File: src/common/sd_cmd_pkg.sv
// SD command path package with state, error and response-kind encodings and timing constants
package sd_cmd_pkg;

    // SD clock half period in i_clk cycles, must be 2 or more
    localparam int CLK_DIV = 4;
    localparam int DIV_W = $clog2(CLK_DIV);

    // SD clock rising edges allowed before the response start bit
    localparam int RESP_TIMEOUT = 64;
    localparam int TMO_W = $clog2(RESP_TIMEOUT);

    // Command FSM states
    // Transmit states come first, receive states start at ST_RESP_WAIT
    localparam logic [3:0] ST_IDLE          = 4'd0;
    localparam logic [3:0] ST_REQ_CONTENT   = 4'd1;
    localparam logic [3:0] ST_REQ_CRC7      = 4'd2;
    localparam logic [3:0] ST_REQ_STOPBIT   = 4'd3;
    localparam logic [3:0] ST_RESP_WAIT     = 4'd4;
    localparam logic [3:0] ST_RESP_TRANSBIT = 4'd5;
    localparam logic [3:0] ST_RESP_MIRROR   = 4'd6;
    localparam logic [3:0] ST_RESP_REG      = 4'd7;
    localparam logic [3:0] ST_RESP_CRC7     = 4'd8;
    localparam logic [3:0] ST_RESP_STOPBIT  = 4'd9;

    // Error codes reported with each response and held in the error latch
    localparam logic [2:0] ERR_NONE         = 3'd0;
    localparam logic [2:0] ERR_NO_RESPONSE  = 3'd1;
    localparam logic [2:0] ERR_BAD_TRANSBIT = 3'd2;
    localparam logic [2:0] ERR_BAD_STOPBIT  = 3'd3;
    localparam logic [2:0] ERR_BAD_CRC      = 3'd4;

    // Response kinds
    // R3 carries the OCR and an all-ones CRC field, so its CRC is not checked
    localparam logic [1:0] RESP_R1 = 2'd0;
    localparam logic [1:0] RESP_R3 = 2'd1;
    localparam logic [1:0] RESP_R6 = 2'd2;

endpackage

File: src/logic/sd_clkgen.sv
// SD clock generator dividing i_clk and giving one-cycle strobes ahead of each SD clock edge
`timescale 1ns/1ps

module sd_clkgen import sd_cmd_pkg::*; (
    input  logic i_clk,
    input  logic i_nrst,
    output logic o_sd_clk,
    output logic o_sclk_rise,
    output logic o_sclk_fall
);

    logic [DIV_W-1:0] div_cnt;
    logic             sclk;
    logic             edge_next;

    // Last cycle of a half period, the SD clock toggles on the next i_clk edge
    assign edge_next = (div_cnt == DIV_W'(CLK_DIV - 1));

    always_ff @(posedge i_clk or negedge i_nrst) begin
        if (!i_nrst) begin
            div_cnt <= '0;
            sclk    <= 1'b0;
        end else if (edge_next) begin
            div_cnt <= '0;
            sclk    <= ~sclk;
        end else begin
            div_cnt <= div_cnt + 1'b1;
        end
    end

    // Strobes lead the edge by one cycle so FSM registers update with the edge
    assign o_sclk_rise = edge_next & ~sclk;
    assign o_sclk_fall = edge_next & sclk;
    assign o_sd_clk    = sclk;

endmodule

File: src/logic/sd_cmd_top.sv
// SD host command path top, joining clock generator, CRC7 unit and command FSM
`timescale 1ns/1ps

module sd_cmd_top import sd_cmd_pkg::*; (
    input  logic        i_clk,
    input  logic        i_nrst,
    input  logic        i_req_valid,
    input  logic [5:0]  i_req_cmd,
    input  logic [31:0] i_req_arg,
    input  logic [1:0]  i_req_kind,
    output logic        o_req_ready,
    output logic        o_resp_valid,
    output logic [5:0]  o_resp_cmd,
    output logic [31:0] o_resp_reg,
    output logic [2:0]  o_resp_err,
    input  logic        i_resp_ready,
    input  logic        i_clear_err,
    input  logic        i_sd_cmd,
    output logic        o_sd_clk,
    output logic        o_sd_cmd,
    output logic        o_sd_cmd_oe,
    output logic [2:0]  o_cmd_err
);

    logic       sclk_rise;
    logic       sclk_fall;
    logic       crc_clear;
    logic       crc_shift;
    logic       crc_bit;
    logic [6:0] crc;

    sd_clkgen sd_clkgen_inst (
        .i_clk       (i_clk),
        .i_nrst      (i_nrst),
        .o_sd_clk    (o_sd_clk),
        .o_sclk_rise (sclk_rise),
        .o_sclk_fall (sclk_fall)
    );

    sd_crc7 sd_crc7_inst (
        .i_clk   (i_clk),
        .i_nrst  (i_nrst),
        .i_clear (crc_clear),
        .i_shift (crc_shift),
        .i_bit   (crc_bit),
        .o_crc   (crc)
    );

    sd_cmd_fsm sd_cmd_fsm_inst (
        .i_clk        (i_clk),
        .i_nrst       (i_nrst),
        .i_sclk_rise  (sclk_rise),
        .i_sclk_fall  (sclk_fall),
        .i_sd_cmd     (i_sd_cmd),
        .i_req_valid  (i_req_valid),
        .i_req_cmd    (i_req_cmd),
        .i_req_arg    (i_req_arg),
        .i_req_kind   (i_req_kind),
        .i_resp_ready (i_resp_ready),
        .i_clear_err  (i_clear_err),
        .i_crc        (crc),
        .o_sd_cmd     (o_sd_cmd),
        .o_sd_cmd_oe  (o_sd_cmd_oe),
        .o_req_ready  (o_req_ready),
        .o_crc_clear  (crc_clear),
        .o_crc_shift  (crc_shift),
        .o_crc_bit    (crc_bit),
        .o_resp_valid (o_resp_valid),
        .o_resp_cmd   (o_resp_cmd),
        .o_resp_reg   (o_resp_reg),
        .o_resp_err   (o_resp_err),
        .o_cmd_err    (o_cmd_err)
    );

endmodule

File: src/logic/sd_crc7.sv
// CRC7 unit for SD command frames, serial input with clear and shift enable
`timescale 1ns/1ps

module sd_crc7 import sd_cmd_pkg::*; (
    input  logic       i_clk,
    input  logic       i_nrst,
    input  logic       i_clear,
    input  logic       i_shift,
    input  logic       i_bit,
    output logic [6:0] o_crc
);

    logic [6:0] crc;
    logic       fb;

    // Polynomial x^7 + x^3 + 1, MSB first
    assign fb = i_bit ^ crc[6];

    always_ff @(posedge i_clk or negedge i_nrst) begin
        if (!i_nrst) begin
            crc <= '0;
        end else if (i_clear) begin
            crc <= '0;
        end else if (i_shift) begin
            crc <= {crc[5:3], crc[2] ^ fb, crc[1:0], fb};
        end
    end

    assign o_crc = crc;

    // The FSM never clears and shifts in the same cycle
    a_clear_shift: assert property (@(posedge i_clk) disable iff (!i_nrst)
        !(i_clear && i_shift))
        else $error("CRC7 clear and shift asserted together");

endmodule

File: src/sd_cmd/sd_cmd_fsm.sv
// SD command FSM sending request frames and receiving and checking R1, R3 and R6 responses
`timescale 1ns/1ps

module sd_cmd_fsm import sd_cmd_pkg::*; (
    input  logic        i_clk,
    input  logic        i_nrst,
    input  logic        i_sclk_rise,
    input  logic        i_sclk_fall,
    input  logic        i_sd_cmd,
    input  logic        i_req_valid,
    input  logic [5:0]  i_req_cmd,
    input  logic [31:0] i_req_arg,
    input  logic [1:0]  i_req_kind,
    input  logic        i_resp_ready,
    input  logic        i_clear_err,
    input  logic [6:0]  i_crc,
    output logic        o_sd_cmd,
    output logic        o_sd_cmd_oe,
    output logic        o_req_ready,
    output logic        o_crc_clear,
    output logic        o_crc_shift,
    output logic        o_crc_bit,
    output logic        o_resp_valid,
    output logic [5:0]  o_resp_cmd,
    output logic [31:0] o_resp_reg,
    output logic [2:0]  o_resp_err,
    output logic [2:0]  o_cmd_err
);

    logic [3:0]       state;
    logic [39:0]      tx_shift;
    logic [5:0]       bit_cnt;
    logic [TMO_W-1:0] tmo_cnt;
    logic             resp_valid;
    logic [2:0]       resp_err;
    logic [2:0]       cmd_err;
    logic             cmd_oe;

    // Response payload
    logic [1:0]       kind;
    logic [5:0]       mirror;
    logic [31:0]      reg_word;
    logic [6:0]       crc_rx;
    logic [6:0]       crc_calc;

    logic             req_fire;
    logic             done;
    logic [2:0]       done_err;

    // Requests are taken on a fall strobe when nothing is pending
    assign o_req_ready = i_sclk_fall && (state == ST_IDLE) && (cmd_err == ERR_NONE)
                         && !resp_valid;
    assign req_fire = o_req_ready && i_req_valid;

    // End of a receive with or without an error
    always_comb begin
        done     = 1'b0;
        done_err = ERR_NONE;
        if (i_sclk_rise) begin
            case (state)
                ST_RESP_WAIT: begin
                    if (i_sd_cmd && (tmo_cnt == '0)) begin
                        done     = 1'b1;
                        done_err = ERR_NO_RESPONSE;
                    end
                end
                ST_RESP_TRANSBIT: begin
                    if (i_sd_cmd) begin
                        done     = 1'b1;
                        done_err = ERR_BAD_TRANSBIT;
                    end
                end
                ST_RESP_STOPBIT: begin
                    done = 1'b1;
                    if (!i_sd_cmd) begin
                        done_err = ERR_BAD_STOPBIT;
                    end else if ((kind != RESP_R3) && (crc_rx != crc_calc)) begin
                        done_err = ERR_BAD_CRC;
                    end
                end
                default: ;
            endcase
        end
    end

    always_ff @(posedge i_clk or negedge i_nrst) begin
        if (!i_nrst) begin
            state      <= ST_IDLE;
            tx_shift   <= '1;
            bit_cnt    <= '0;
            tmo_cnt    <= '0;
            resp_valid <= 1'b0;
            resp_err   <= ERR_NONE;
            cmd_err    <= ERR_NONE;
            cmd_oe     <= 1'b0;
        end else begin
            if (resp_valid && i_resp_ready) begin
                resp_valid <= 1'b0;
            end
            if (i_clear_err) begin
                cmd_err <= ERR_NONE;
            end

            if (i_sclk_fall) begin
                // Transmit side changes the CMD line after fall strobes
                case (state)
                    ST_IDLE: begin
                        if (req_fire) begin
                            tx_shift <= {2'b01, i_req_cmd, i_req_arg};
                            bit_cnt  <= 6'd39;
                            cmd_oe   <= 1'b1;
                            state    <= ST_REQ_CONTENT;
                        end
                    end
                    ST_REQ_CONTENT: begin
                        if (bit_cnt != '0) begin
                            tx_shift <= {tx_shift[38:0], 1'b1};
                            bit_cnt  <= bit_cnt - 6'd1;
                        end else begin
                            // CRC bits next and the end bit from the ones below them
                            tx_shift <= {i_crc, 1'b1, 32'hffff_ffff};
                            bit_cnt  <= 6'd6;
                            state    <= ST_REQ_CRC7;
                        end
                    end
                    ST_REQ_CRC7: begin
                        tx_shift <= {tx_shift[38:0], 1'b1};
                        if (bit_cnt != '0) begin
                            bit_cnt <= bit_cnt - 6'd1;
                        end else begin
                            state <= ST_REQ_STOPBIT;
                        end
                    end
                    ST_REQ_STOPBIT: begin
                        // Line turns around after the end bit
                        cmd_oe  <= 1'b0;
                        tmo_cnt <= TMO_W'(RESP_TIMEOUT - 1);
                        state   <= ST_RESP_WAIT;
                    end
                    default: ;
                endcase
            end else if (i_sclk_rise) begin
                // Receive side samples the CMD line on rise strobes
                case (state)
                    ST_RESP_WAIT: begin
                        if (!i_sd_cmd) begin
                            state <= ST_RESP_TRANSBIT;
                        end else if (tmo_cnt != '0) begin
                            tmo_cnt <= tmo_cnt - 1'b1;
                        end
                    end
                    ST_RESP_TRANSBIT: begin
                        bit_cnt <= 6'd5;
                        if (!i_sd_cmd) begin
                            state <= ST_RESP_MIRROR;
                        end
                    end
                    ST_RESP_MIRROR: begin
                        if (bit_cnt != '0) begin
                            bit_cnt <= bit_cnt - 6'd1;
                        end else begin
                            bit_cnt <= 6'd31;
                            state   <= ST_RESP_REG;
                        end
                    end
                    ST_RESP_REG: begin
                        if (bit_cnt != '0) begin
                            bit_cnt <= bit_cnt - 6'd1;
                        end else begin
                            bit_cnt <= 6'd6;
                            state   <= ST_RESP_CRC7;
                        end
                    end
                    ST_RESP_CRC7: begin
                        if (bit_cnt != '0) begin
                            bit_cnt <= bit_cnt - 6'd1;
                        end else begin
                            state <= ST_RESP_STOPBIT;
                        end
                    end
                    default: ;
                endcase

                if (done) begin
                    state      <= ST_IDLE;
                    resp_valid <= 1'b1;
                    resp_err   <= done_err;
                    if (done_err != ERR_NONE) begin
                        cmd_err <= done_err;
                    end
                end
            end
        end
    end

    always_ff @(posedge i_clk) begin
        if (req_fire) begin
            kind <= i_req_kind;
        end
        if (i_sclk_rise) begin
            case (state)
                ST_RESP_MIRROR: mirror <= {mirror[4:0], i_sd_cmd};
                ST_RESP_REG:    reg_word <= {reg_word[30:0], i_sd_cmd};
                ST_RESP_CRC7: begin
                    crc_rx <= {crc_rx[5:0], i_sd_cmd};
                    // Last register bit went in one SD period ago
                    if (bit_cnt == 6'd6) begin
                        crc_calc <= i_crc;
                    end
                end
                default: ;
            endcase
        end
    end

    // CRC unit control
    assign o_crc_clear = (state == ST_IDLE) || (state == ST_REQ_CRC7);
    assign o_crc_bit   = (state == ST_REQ_CONTENT) ? tx_shift[39] : i_sd_cmd;

    always_comb begin
        case (state)
            ST_REQ_CONTENT:   o_crc_shift = i_sclk_rise;
            ST_RESP_WAIT:     o_crc_shift = i_sclk_rise && !i_sd_cmd;
            ST_RESP_TRANSBIT,
            ST_RESP_MIRROR,
            ST_RESP_REG:      o_crc_shift = i_sclk_rise;
            default:          o_crc_shift = 1'b0;
        endcase
    end

    assign o_sd_cmd    = tx_shift[39];
    assign o_sd_cmd_oe = cmd_oe;

    assign o_resp_valid = resp_valid;
    assign o_resp_cmd   = mirror;
    assign o_resp_reg   = reg_word;
    assign o_resp_err   = resp_err;
    assign o_cmd_err    = cmd_err;

    // A pending response holds until the host takes it
    a_resp_hold: assert property (@(posedge i_clk) disable iff (!i_nrst)
        (o_resp_valid && !i_resp_ready) |=>
            (o_resp_valid && $stable({o_resp_cmd, o_resp_reg, o_resp_err})))
        else $error("Response dropped or changed before transfer");

    a_rx_no_drive: assert property (@(posedge i_clk) disable iff (!i_nrst)
        (state >= ST_RESP_WAIT) |-> !o_sd_cmd_oe)
        else $error("CMD line driven while receiving");

endmodule

File: config.mk
export PLATFORM = sky130hd
export DESIGN_NAME = sd_cmd_top
export DESIGN_NICKNAME = d
export VERILOG_FILES = /design/src/common/sd_cmd_pkg.sv /design/src/logic/sd_clkgen.sv /design/src/logic/sd_cmd_top.sv /design/src/logic/sd_crc7.sv /design/src/sd_cmd/sd_cmd_fsm.sv
export SDC_FILE = /design/constraint.sdc
export NUM_CORES = 1
export LEC_CHECK = 0
export ABC_CLOCK_PERIOD_IN_PS = 4400
export BUFFER_PORTS_ARGS = -buffer_cell sky130_fd_sc_hd__buf_2
export CORE_UTILIZATION = 45
export DETAILED_ROUTE_END_ITERATION = 8
export PLACE_DENSITY_LB_ADDON = 0.2
export SLEW_MARGIN = 25
export SYNTH_ARGS = -nofsm -noshare
export SYNTH_HDL_FRONTEND = slang
export SYNTH_SLANG_ARGS = --single-unit
File: constraint.sdc
create_clock -name i_clk -period 4.4 [get_ports i_clk]
set_input_delay 0.44 -clock i_clk [delete_from_list [all_inputs] [get_ports i_clk]]
set_output_delay 0.44 -clock i_clk [all_outputs]
set_load 0.03 [all_outputs]
# Word level (Yosys, flattened, before mapping)
# Index checks and enable logic that the tools add are counted.
dict set report totals {
  ff_bits 128
  inputBits 46
  out_inout_bits 49
  word_cells 143
}
dict set report classes {
  muxes 56
  addsub 3
  reduce_logical 37
  n_eq_ne 25
  bitwise_logic 6
}
# op count
set op_table {}
lappend op_table {{case mux 40 bit (3 select lines)} 1}
lappend op_table {{two-way mux 40 bit} 2}
lappend op_table {{two-way mux 6 bit} 12}
lappend op_table {{two-way mux 4 bit} 11}
lappend op_table {{two-way mux 3 bit} 8}
lappend op_table {{case mux 6 bit (4 select lines)} 1}
lappend op_table {{inequality test 4 x 2 -> 1 bit, second input constant} 5}
lappend op_table {{case mux 4 bit (5 select lines)} 1}
lappend op_table {{case mux 6 bit (3 select lines)} 1}
lappend op_table {{== test 4 x 3 -> 1 bit, second input constant} 4}
lappend op_table {{case mux 4 bit (4 select lines)} 1}
lappend op_table {{two-way mux 7 bit} 2}
lappend op_table {{AND reduction 3 bit} 4}
lappend op_table {{nonzero test 2 bit} 6}
lappend op_table {{nonzero test 6 bit} 2}
lappend op_table {{subtractor 6 x 1 -> 6 bit, second input constant} 2}
lappend op_table {{AND reduction 11 bit} 1}
lappend op_table {{two-way mux 1 bit} 10}
lappend op_table {{inequality test 3 bit, second input constant} 3}
lappend op_table {{case mux 3 bit (3 select lines)} 1}
lappend op_table {{== test 4 x 2 -> 1 bit, second input constant} 2}
lappend op_table {{== test 4 bit, second input constant} 2}
lappend op_table {{logical AND 1 bit} 8}
lappend op_table {{inequality test 7 bit} 1}
lappend op_table {{other kinds (26)} 36}

# Depth between registers and ports, before layout
dict set report logic_depth {
  ltp_word 11
  ltp_mapped 11
  mapped_depth_nobuf 10
}

# Hierarchy
# From an unflattened synthesis, not the netlist that was laid out.
dict set report unflattened {
  hier_cells 510
  hier_area_um2 5866.9
}
# mod seq_area_each_um2 cells_each area_each_um2 n_inst
set by_module_without_submodules {}
lappend by_module_without_submodules {sd_cmd_fsm 3273.1 474 5445.2 1}
lappend by_module_without_submodules {sd_crc7 175.2 28 307.8 1}
lappend by_module_without_submodules {sd_clkgen 75.1 8 113.9 1}

# Worst setup path after synthesis
# No wires, ideal clock.
dict set report synth_path {
  kind {reg-to-reg}
  start {register sd_clkgen_inst.div_cnt[0]}
  end {register sd_cmd_fsm_inst.reg_word[0], in the netlist sd_cmd_fsm_inst.o_resp_reg[0], enable pin}
  setup_ns 0.461
  n_path_buf 1
  required_ns 3.939
  synth_period_minus_slack_ns 3.553
  t_arrival_ns 3.092
  path_stages_with_launch 5
  slack_ns 0.847
  path_cell_list {dfrtp_1 -> ha_1 -> buf_2 -> nand2_1 -> nor3_1}
}
dict set report synth_between {
  elab_chain_cells 3
}
# element line_no
set synth_lines {}
lappend synth_lines {{from (decl)} sd_clkgen.sv:12} ;# logic [DIV_W-1:0] div_cnt;
lappend synth_lines {{from (signal assigned)} sd_clkgen.sv:27} ;# div_cnt <= div_cnt + 1'b1;
lappend synth_lines {{== test 2 bit} sd_clkgen.sv:17} ;# assign edge_next = (div_cnt == DIV_W'(CLK_DIV - 1));
lappend synth_lines {{AND 1 bit} sd_clkgen.sv:32} ;# assign o_sclk_rise = edge_next & ~sclk;
lappend synth_lines {{AND reduction 2 bit (no line)} n/a}
lappend synth_lines {{to (signal assigned)} sd_cmd_fsm.sv:203} ;# ST_RESP_REG: reg_word <= {reg_word[30:0], i_sd_cmd};
lappend synth_lines {{to (decl)} sd_cmd_fsm.sv:42} ;# logic [31:0] reg_word;
# Every way passes these cells.
# A chain may end at the register's enable or synchronous reset.

# Worst setup path after layout
dict set report layout_path {
  start {register sd_cmd_fsm_inst.state[0]}
  end {register sd_cmd_fsm_inst.crc_calc[2], enable pin}
}
dict set report layout_between {
  elab_chain_cells 2
}
# element line_no
set layout_lines {}
lappend layout_lines {{from (decl)} sd_cmd_fsm.sv:30} ;# logic [3:0] state;
lappend layout_lines {{from (signal assigned)} sd_cmd_fsm.sv:88} ;# state <= ST_IDLE;
lappend layout_lines {{from (signal assigned)} sd_cmd_fsm.sv:112} ;# state <= ST_REQ_CONTENT;
lappend layout_lines {{from (signal assigned)} sd_cmd_fsm.sv:123} ;# state <= ST_REQ_CRC7;
lappend layout_lines {{== test 4 bit} sd_cmd_fsm.sv:201} ;# case (state)
lappend layout_lines {{AND reduction 3 bit (no line)} n/a}
lappend layout_lines {{to (signal assigned)} sd_cmd_fsm.sv:208} ;# crc_calc <= i_crc;
lappend layout_lines {{to (decl)} sd_cmd_fsm.sv:44} ;# logic [6:0] crc_calc;
# Every way passes these cells.

==> impl_metrics.prom <==
# TYPE chip_impl_metric gauge
chip_impl_metric{name="nets_final",unit=""} 653
chip_impl_metric{name="core.rowCount",unit=""} 41
chip_impl_metric{name="timing.reg2reg.setup_slack",unit="ps"} 1440
chip_impl_metric{name="antenna_cells_inserted",unit=""} 0
chip_impl_metric{name="drv_slew",unit=""} 0
chip_impl_info{name="cp_slowest_cell",value="dfrtp_1"} 1
chip_impl_metric{name="seqPwrFrac",unit=""} 0.444
chip_impl_metric{name="yosysWarnings",unit=""} 0
chip_impl_metric{name="cts_resized",unit=""} 0
chip_impl_info{name="timing.rr.start",value="sd_cmd_fsm_inst.state[0]"} 1
chip_impl_metric{name="route.vias.total",unit=""} 4225
chip_impl_metric{name="post_cts_buffers",unit=""} 0
chip_impl_metric{name="worst-r2r-cell-count",unit=""} 3
chip_impl_metric{name="clkPwrFrac",unit=""} 0.311
chip_impl_metric{name="vias_in_the_first_global_route",unit=""} 3955
chip_impl_metric{name="final.setup.worst_slack",unit="ps"} 1440
chip_impl_metric{name="design_area",unit="µm²"} 7020
chip_impl_metric{name="clk_latency",unit="ps"} 420
chip_impl_metric{name="post_route_cells_drive_above_1_share",unit=""} 0.310
chip_impl_metric{name="hpwlAfterDp",unit="µm"} 8470
chip_impl_metric{name="drt-pass1-iter-count",unit=""} 6
chip_impl_metric{name="cts-buffers-inserted",unit=""} 17
chip_impl_metric{name="leakage",unit="µW"} 0.00284
chip_impl_info{name="rsz_0062_raised_after_global_routing",value="no"} 1
chip_impl_info{name="outcome",value="finished, final reports clean"} 1
chip_impl_metric{name="grt_max_degree",unit=""} 63
chip_impl_info{name="leading_cell_type_by_number_of_instances_after_synthesis",value="nand2_1"} 1
chip_impl_info{name="worst_setup_path_start_kind",value="flop"} 1
chip_impl_metric{name="top_level_ports",unit=""} 95
chip_impl_metric{name="timing.fmax",unit="MHz"} 338
chip_impl_metric{name="floorplan.die.width",unit="µm"} 116
chip_impl_metric{name="postPlaceCellArea",unit="µm²"} 6460
chip_impl_metric{name="fin_crit",unit="ps"} 2960
chip_impl_metric{name="gr-usage-met3",unit=""} 0.0550
chip_impl_metric{name="placement.setup.worst_slack",unit="ps"} 1460
chip_impl_metric{name="clk_path_buf_depth",unit=""} 2
chip_impl_metric{name="gp_routability_congestion",unit=""} 0.924
chip_impl_metric{name="globalRoute.totalOverflow",unit=""} 0
chip_impl_metric{name="finalHoldViolCount",unit=""} 0
chip_impl_metric{name="largest_register_ffs",unit=""} 40
chip_impl_info{name="synthTopCellsByCount",value="nand2_1 (58), edfxtp_1 (54), dfstp_2 (40)"} 1
chip_impl_metric{name="place_inst",unit=""} 753
chip_impl_metric{name="antenna_left",unit=""} 0
chip_impl_metric{name="total_switching_power",unit="µW"} 1350
chip_impl_metric{name="first_iter_violations",unit=""} 261
chip_impl_metric{name="mapped_nets",unit=""} 566
chip_impl_info{name="cts_root_buffer",value="clkbuf_16"} 1
chip_impl_metric{name="path_clk_slew",unit="ps"} 50
chip_impl_metric{name="syn_avg_cell_area",unit="µm²"} 11.5
chip_impl_metric{name="drt_wl_total",unit="µm"} 12400
chip_impl_metric{name="antenna_found_initial",unit=""} 0
chip_impl_metric{name="comb_power_share",unit=""} 0.244
chip_impl_metric{name="synthCells",unit=""} 513
chip_impl_metric{name="setup_violation_total_in_the_final_timing_report",unit=""} 0
chip_impl_metric{name="worst_ep_required_time",unit="ps"} 4470
chip_impl_info{name="ws_path_type",value="reg -> reg"} 1
chip_impl_metric{name="hold-worst-slack",unit="ps"} 141
chip_impl_info{name="synth_ff_type",value="edfxtp_1"} 1
chip_impl_metric{name="placeableCoreArea",unit="µm²"} 12700
chip_impl_metric{name="crit_path_arrival_time",unit="ps"} 3030
chip_impl_metric{name="post_layout_nonfiller_instances",unit=""} 785
chip_impl_metric{name="synth-seq-cells",unit=""} 128
chip_impl_metric{name="start_util",unit=""} 0.465
chip_impl_metric{name="clkSinkCount",unit=""} 128
chip_impl_info{name="timing.rr.end",value="sd_cmd_fsm_inst.crc_calc[2]"} 1
chip_impl_metric{name="place.port_buffers",unit=""} 94
chip_impl_info{name="crit_path_cell_trace",value="or4b_4, nor2_1, and4_1"} 1
chip_impl_metric{name="grt_util_all_layers",unit=""} 0.189
chip_impl_metric{name="slew_at_the_pin_closest_to_its_max_slew_limit",unit="ps"} 990
chip_impl_info{name="grt.busiest_layer",value="met2"} 1
chip_impl_metric{name="max_clock_skew",unit="ps"} 13.0
chip_impl_info{name="endpoint_kind",value="flop"} 1
chip_impl_metric{name="synth_sequential_area_ratio",unit=""} 0.598
chip_impl_info{name="hp-class",value="in -> async"} 1
chip_impl_metric{name="async_reset_ff_frac",unit=""} 0.578
chip_impl_metric{name="clock_tree.htree_level_count",unit=""} 4
chip_impl_info{name="tritoncts_clock_tree",value="built"} 1
chip_impl_metric{name="route.detailed.wl_per_inst",unit="µm"} 15.8
chip_impl_metric{name="mappedNetlistArea",unit="µm²"} 5890
chip_impl_metric{name="floorplan.die.height",unit="µm"} 116
chip_impl_metric{name="cts_hold_buffers",unit=""} 0
chip_impl_metric{name="grt.met2_usage",unit=""} 0.288
chip_impl_info{name="netlist_top_cells_area",value="edfxtp_1 (28%), dfstp_2 (18%), dfrtp_1 (14%), nand2_1 (3.7%), o22ai_1 (3.5%)"} 1
chip_impl_metric{name="area.growth.synth_to_final",unit="%"} 19.2
chip_impl_metric{name="grtUsageMet1",unit=""} 0.254
chip_impl_metric{name="max_cap_viol_count",unit=""} 0
chip_impl_metric{name="proportion_of_netlist_area_held_by_the_largest_area_contributor",unit=""} 0.275
chip_impl_metric{name="grt_pass1_wl",unit="µm"} 19300
chip_impl_metric{name="internal-power",unit="µW"} 2890
chip_impl_metric{name="total_power_divided_by_cell_area",unit="nW/µm²"} 604
chip_impl_info{name="synth.largest_area_cell",value="edfxtp_1"} 1
chip_impl_metric{name="drt_drc_violations_left",unit=""} 0
chip_impl_metric{name="synth_edf_count",unit=""} 54
chip_impl_metric{name="p_sw_frac",unit=""} 0.319
chip_impl_metric{name="ys_types",unit=""} 66
chip_impl_metric{name="via_per_inst",unit=""} 5.38
chip_impl_metric{name="min_period_over_period",unit=""} 0.672
chip_impl_metric{name="design.die.area",unit="µm²"} 13600
chip_impl_metric{name="cp_slowest_stage_delay",unit="ps"} 740
chip_impl_metric{name="ir_worst_vdd",unit="V"} 0.000303
chip_impl_metric{name="final.fill_count",unit=""} 1133
chip_impl_metric{name="crit_fanout",unit=""} 32
chip_impl_metric{name="setup-tns-final",unit="ps"} 0
chip_impl_metric{name="maxSlewHeadroom",unit=""} 0.340
[critical path, delay by kind of cell, from the launching register on]
family	cells	cell delay [ps]
simple gates	3	1860
flops	1	740
[metal layers]
layer | vias to the layer above | wire length (µm)
met5 | - | 0
met4 | 0 | 164
met3 | 15 | 569
met2 | 119 | 5830
met1 | 2012 | 5810
li1 | 2079 | -
[area by class of cell]
type / instances / area [µm²] / area share
sequential: 128 / 3520 / 0.502
multi-input combinational: 339 / 2160 / 0.308
timing repair buffer: 99 / 512 / 0.0729
clock buffer: 21 / 440 / 0.0627
tap: 172 / 215 / 0.0306
clock inverter: 11 / 116 / 0.0166
inverter: 15 / 56.3 / 0.00802
[power groups by stage]
stage	clock network, µW	registers, µW	logic (µW)
2_1_floorplan	0	1780	922
3_3_place_gp	0	1890	990
3_5_place_dp	0	1900	1040
4_1_cts	1350	1880	1040
5_1_grt	1400	1930	1160
6_report	1320	1890	1040
[per-stage QoR]
| step | power [µW] | utilization |
|---|---|---|
| final | 4240 | 0.554 |
| after global routing | 4490 | 0.554 |
| after CTS | 4270 | 0.554 |
| after detailed placement | 2930 | 0.510 |
| after global placement | 2880 | 0.509 |
| after floorplan | 2710 | - |
[cell families after synthesis]
kind of cell | Yosys count | synth area share
simple gates | 147 | 0.130
fa+ha+maj | 7 | 0.0149
flops | 128 | 0.598
compound gates | 164 | 0.183
mux | 10 | 0.0200
buf+inv | 46 | 0.0380
xor+xnor | 11 | 0.0164
[layout by cell type, fill, tap and decap left out, types with 10 or more instances in the layout]
cell type and n:
a21oi_1 19, a31oi_1 15, buf_2 94, clkbuf_16 17, dfrtp_1 34, dfstp_2 40
edfxtp_1 54, inv_1 15, nand2_1 58, nor2_1 22, nor2b_1 10, o21ai_0 20
o21ai_1 33, o22ai_1 33
[worst max path at each step]
stage / startpoint / end / slack, ps
2_1_floorplan: sd_clkgen_inst.div_cnt[0] / sd_cmd_fsm_inst.o_resp_reg[0] / 850
3_3_place_gp: sd_cmd_fsm_inst.bit_cnt[0] / sd_cmd_fsm_inst.tx_shift[15] / 1510
3_5_place_dp: sd_cmd_fsm_inst.state[0] / sd_cmd_fsm_inst.crc_calc[1] / 1460
4_1_cts: sd_cmd_fsm_inst.state[0] / sd_cmd_fsm_inst.crc_calc[6] / 1460
5_1_grt: sd_cmd_fsm_inst.state[0] / sd_cmd_fsm_inst.crc_calc[6] / 1320
6_report: sd_cmd_fsm_inst.state[0] / sd_cmd_fsm_inst.crc_calc[2] / 1440
Power figures use the tool's default switching activity.
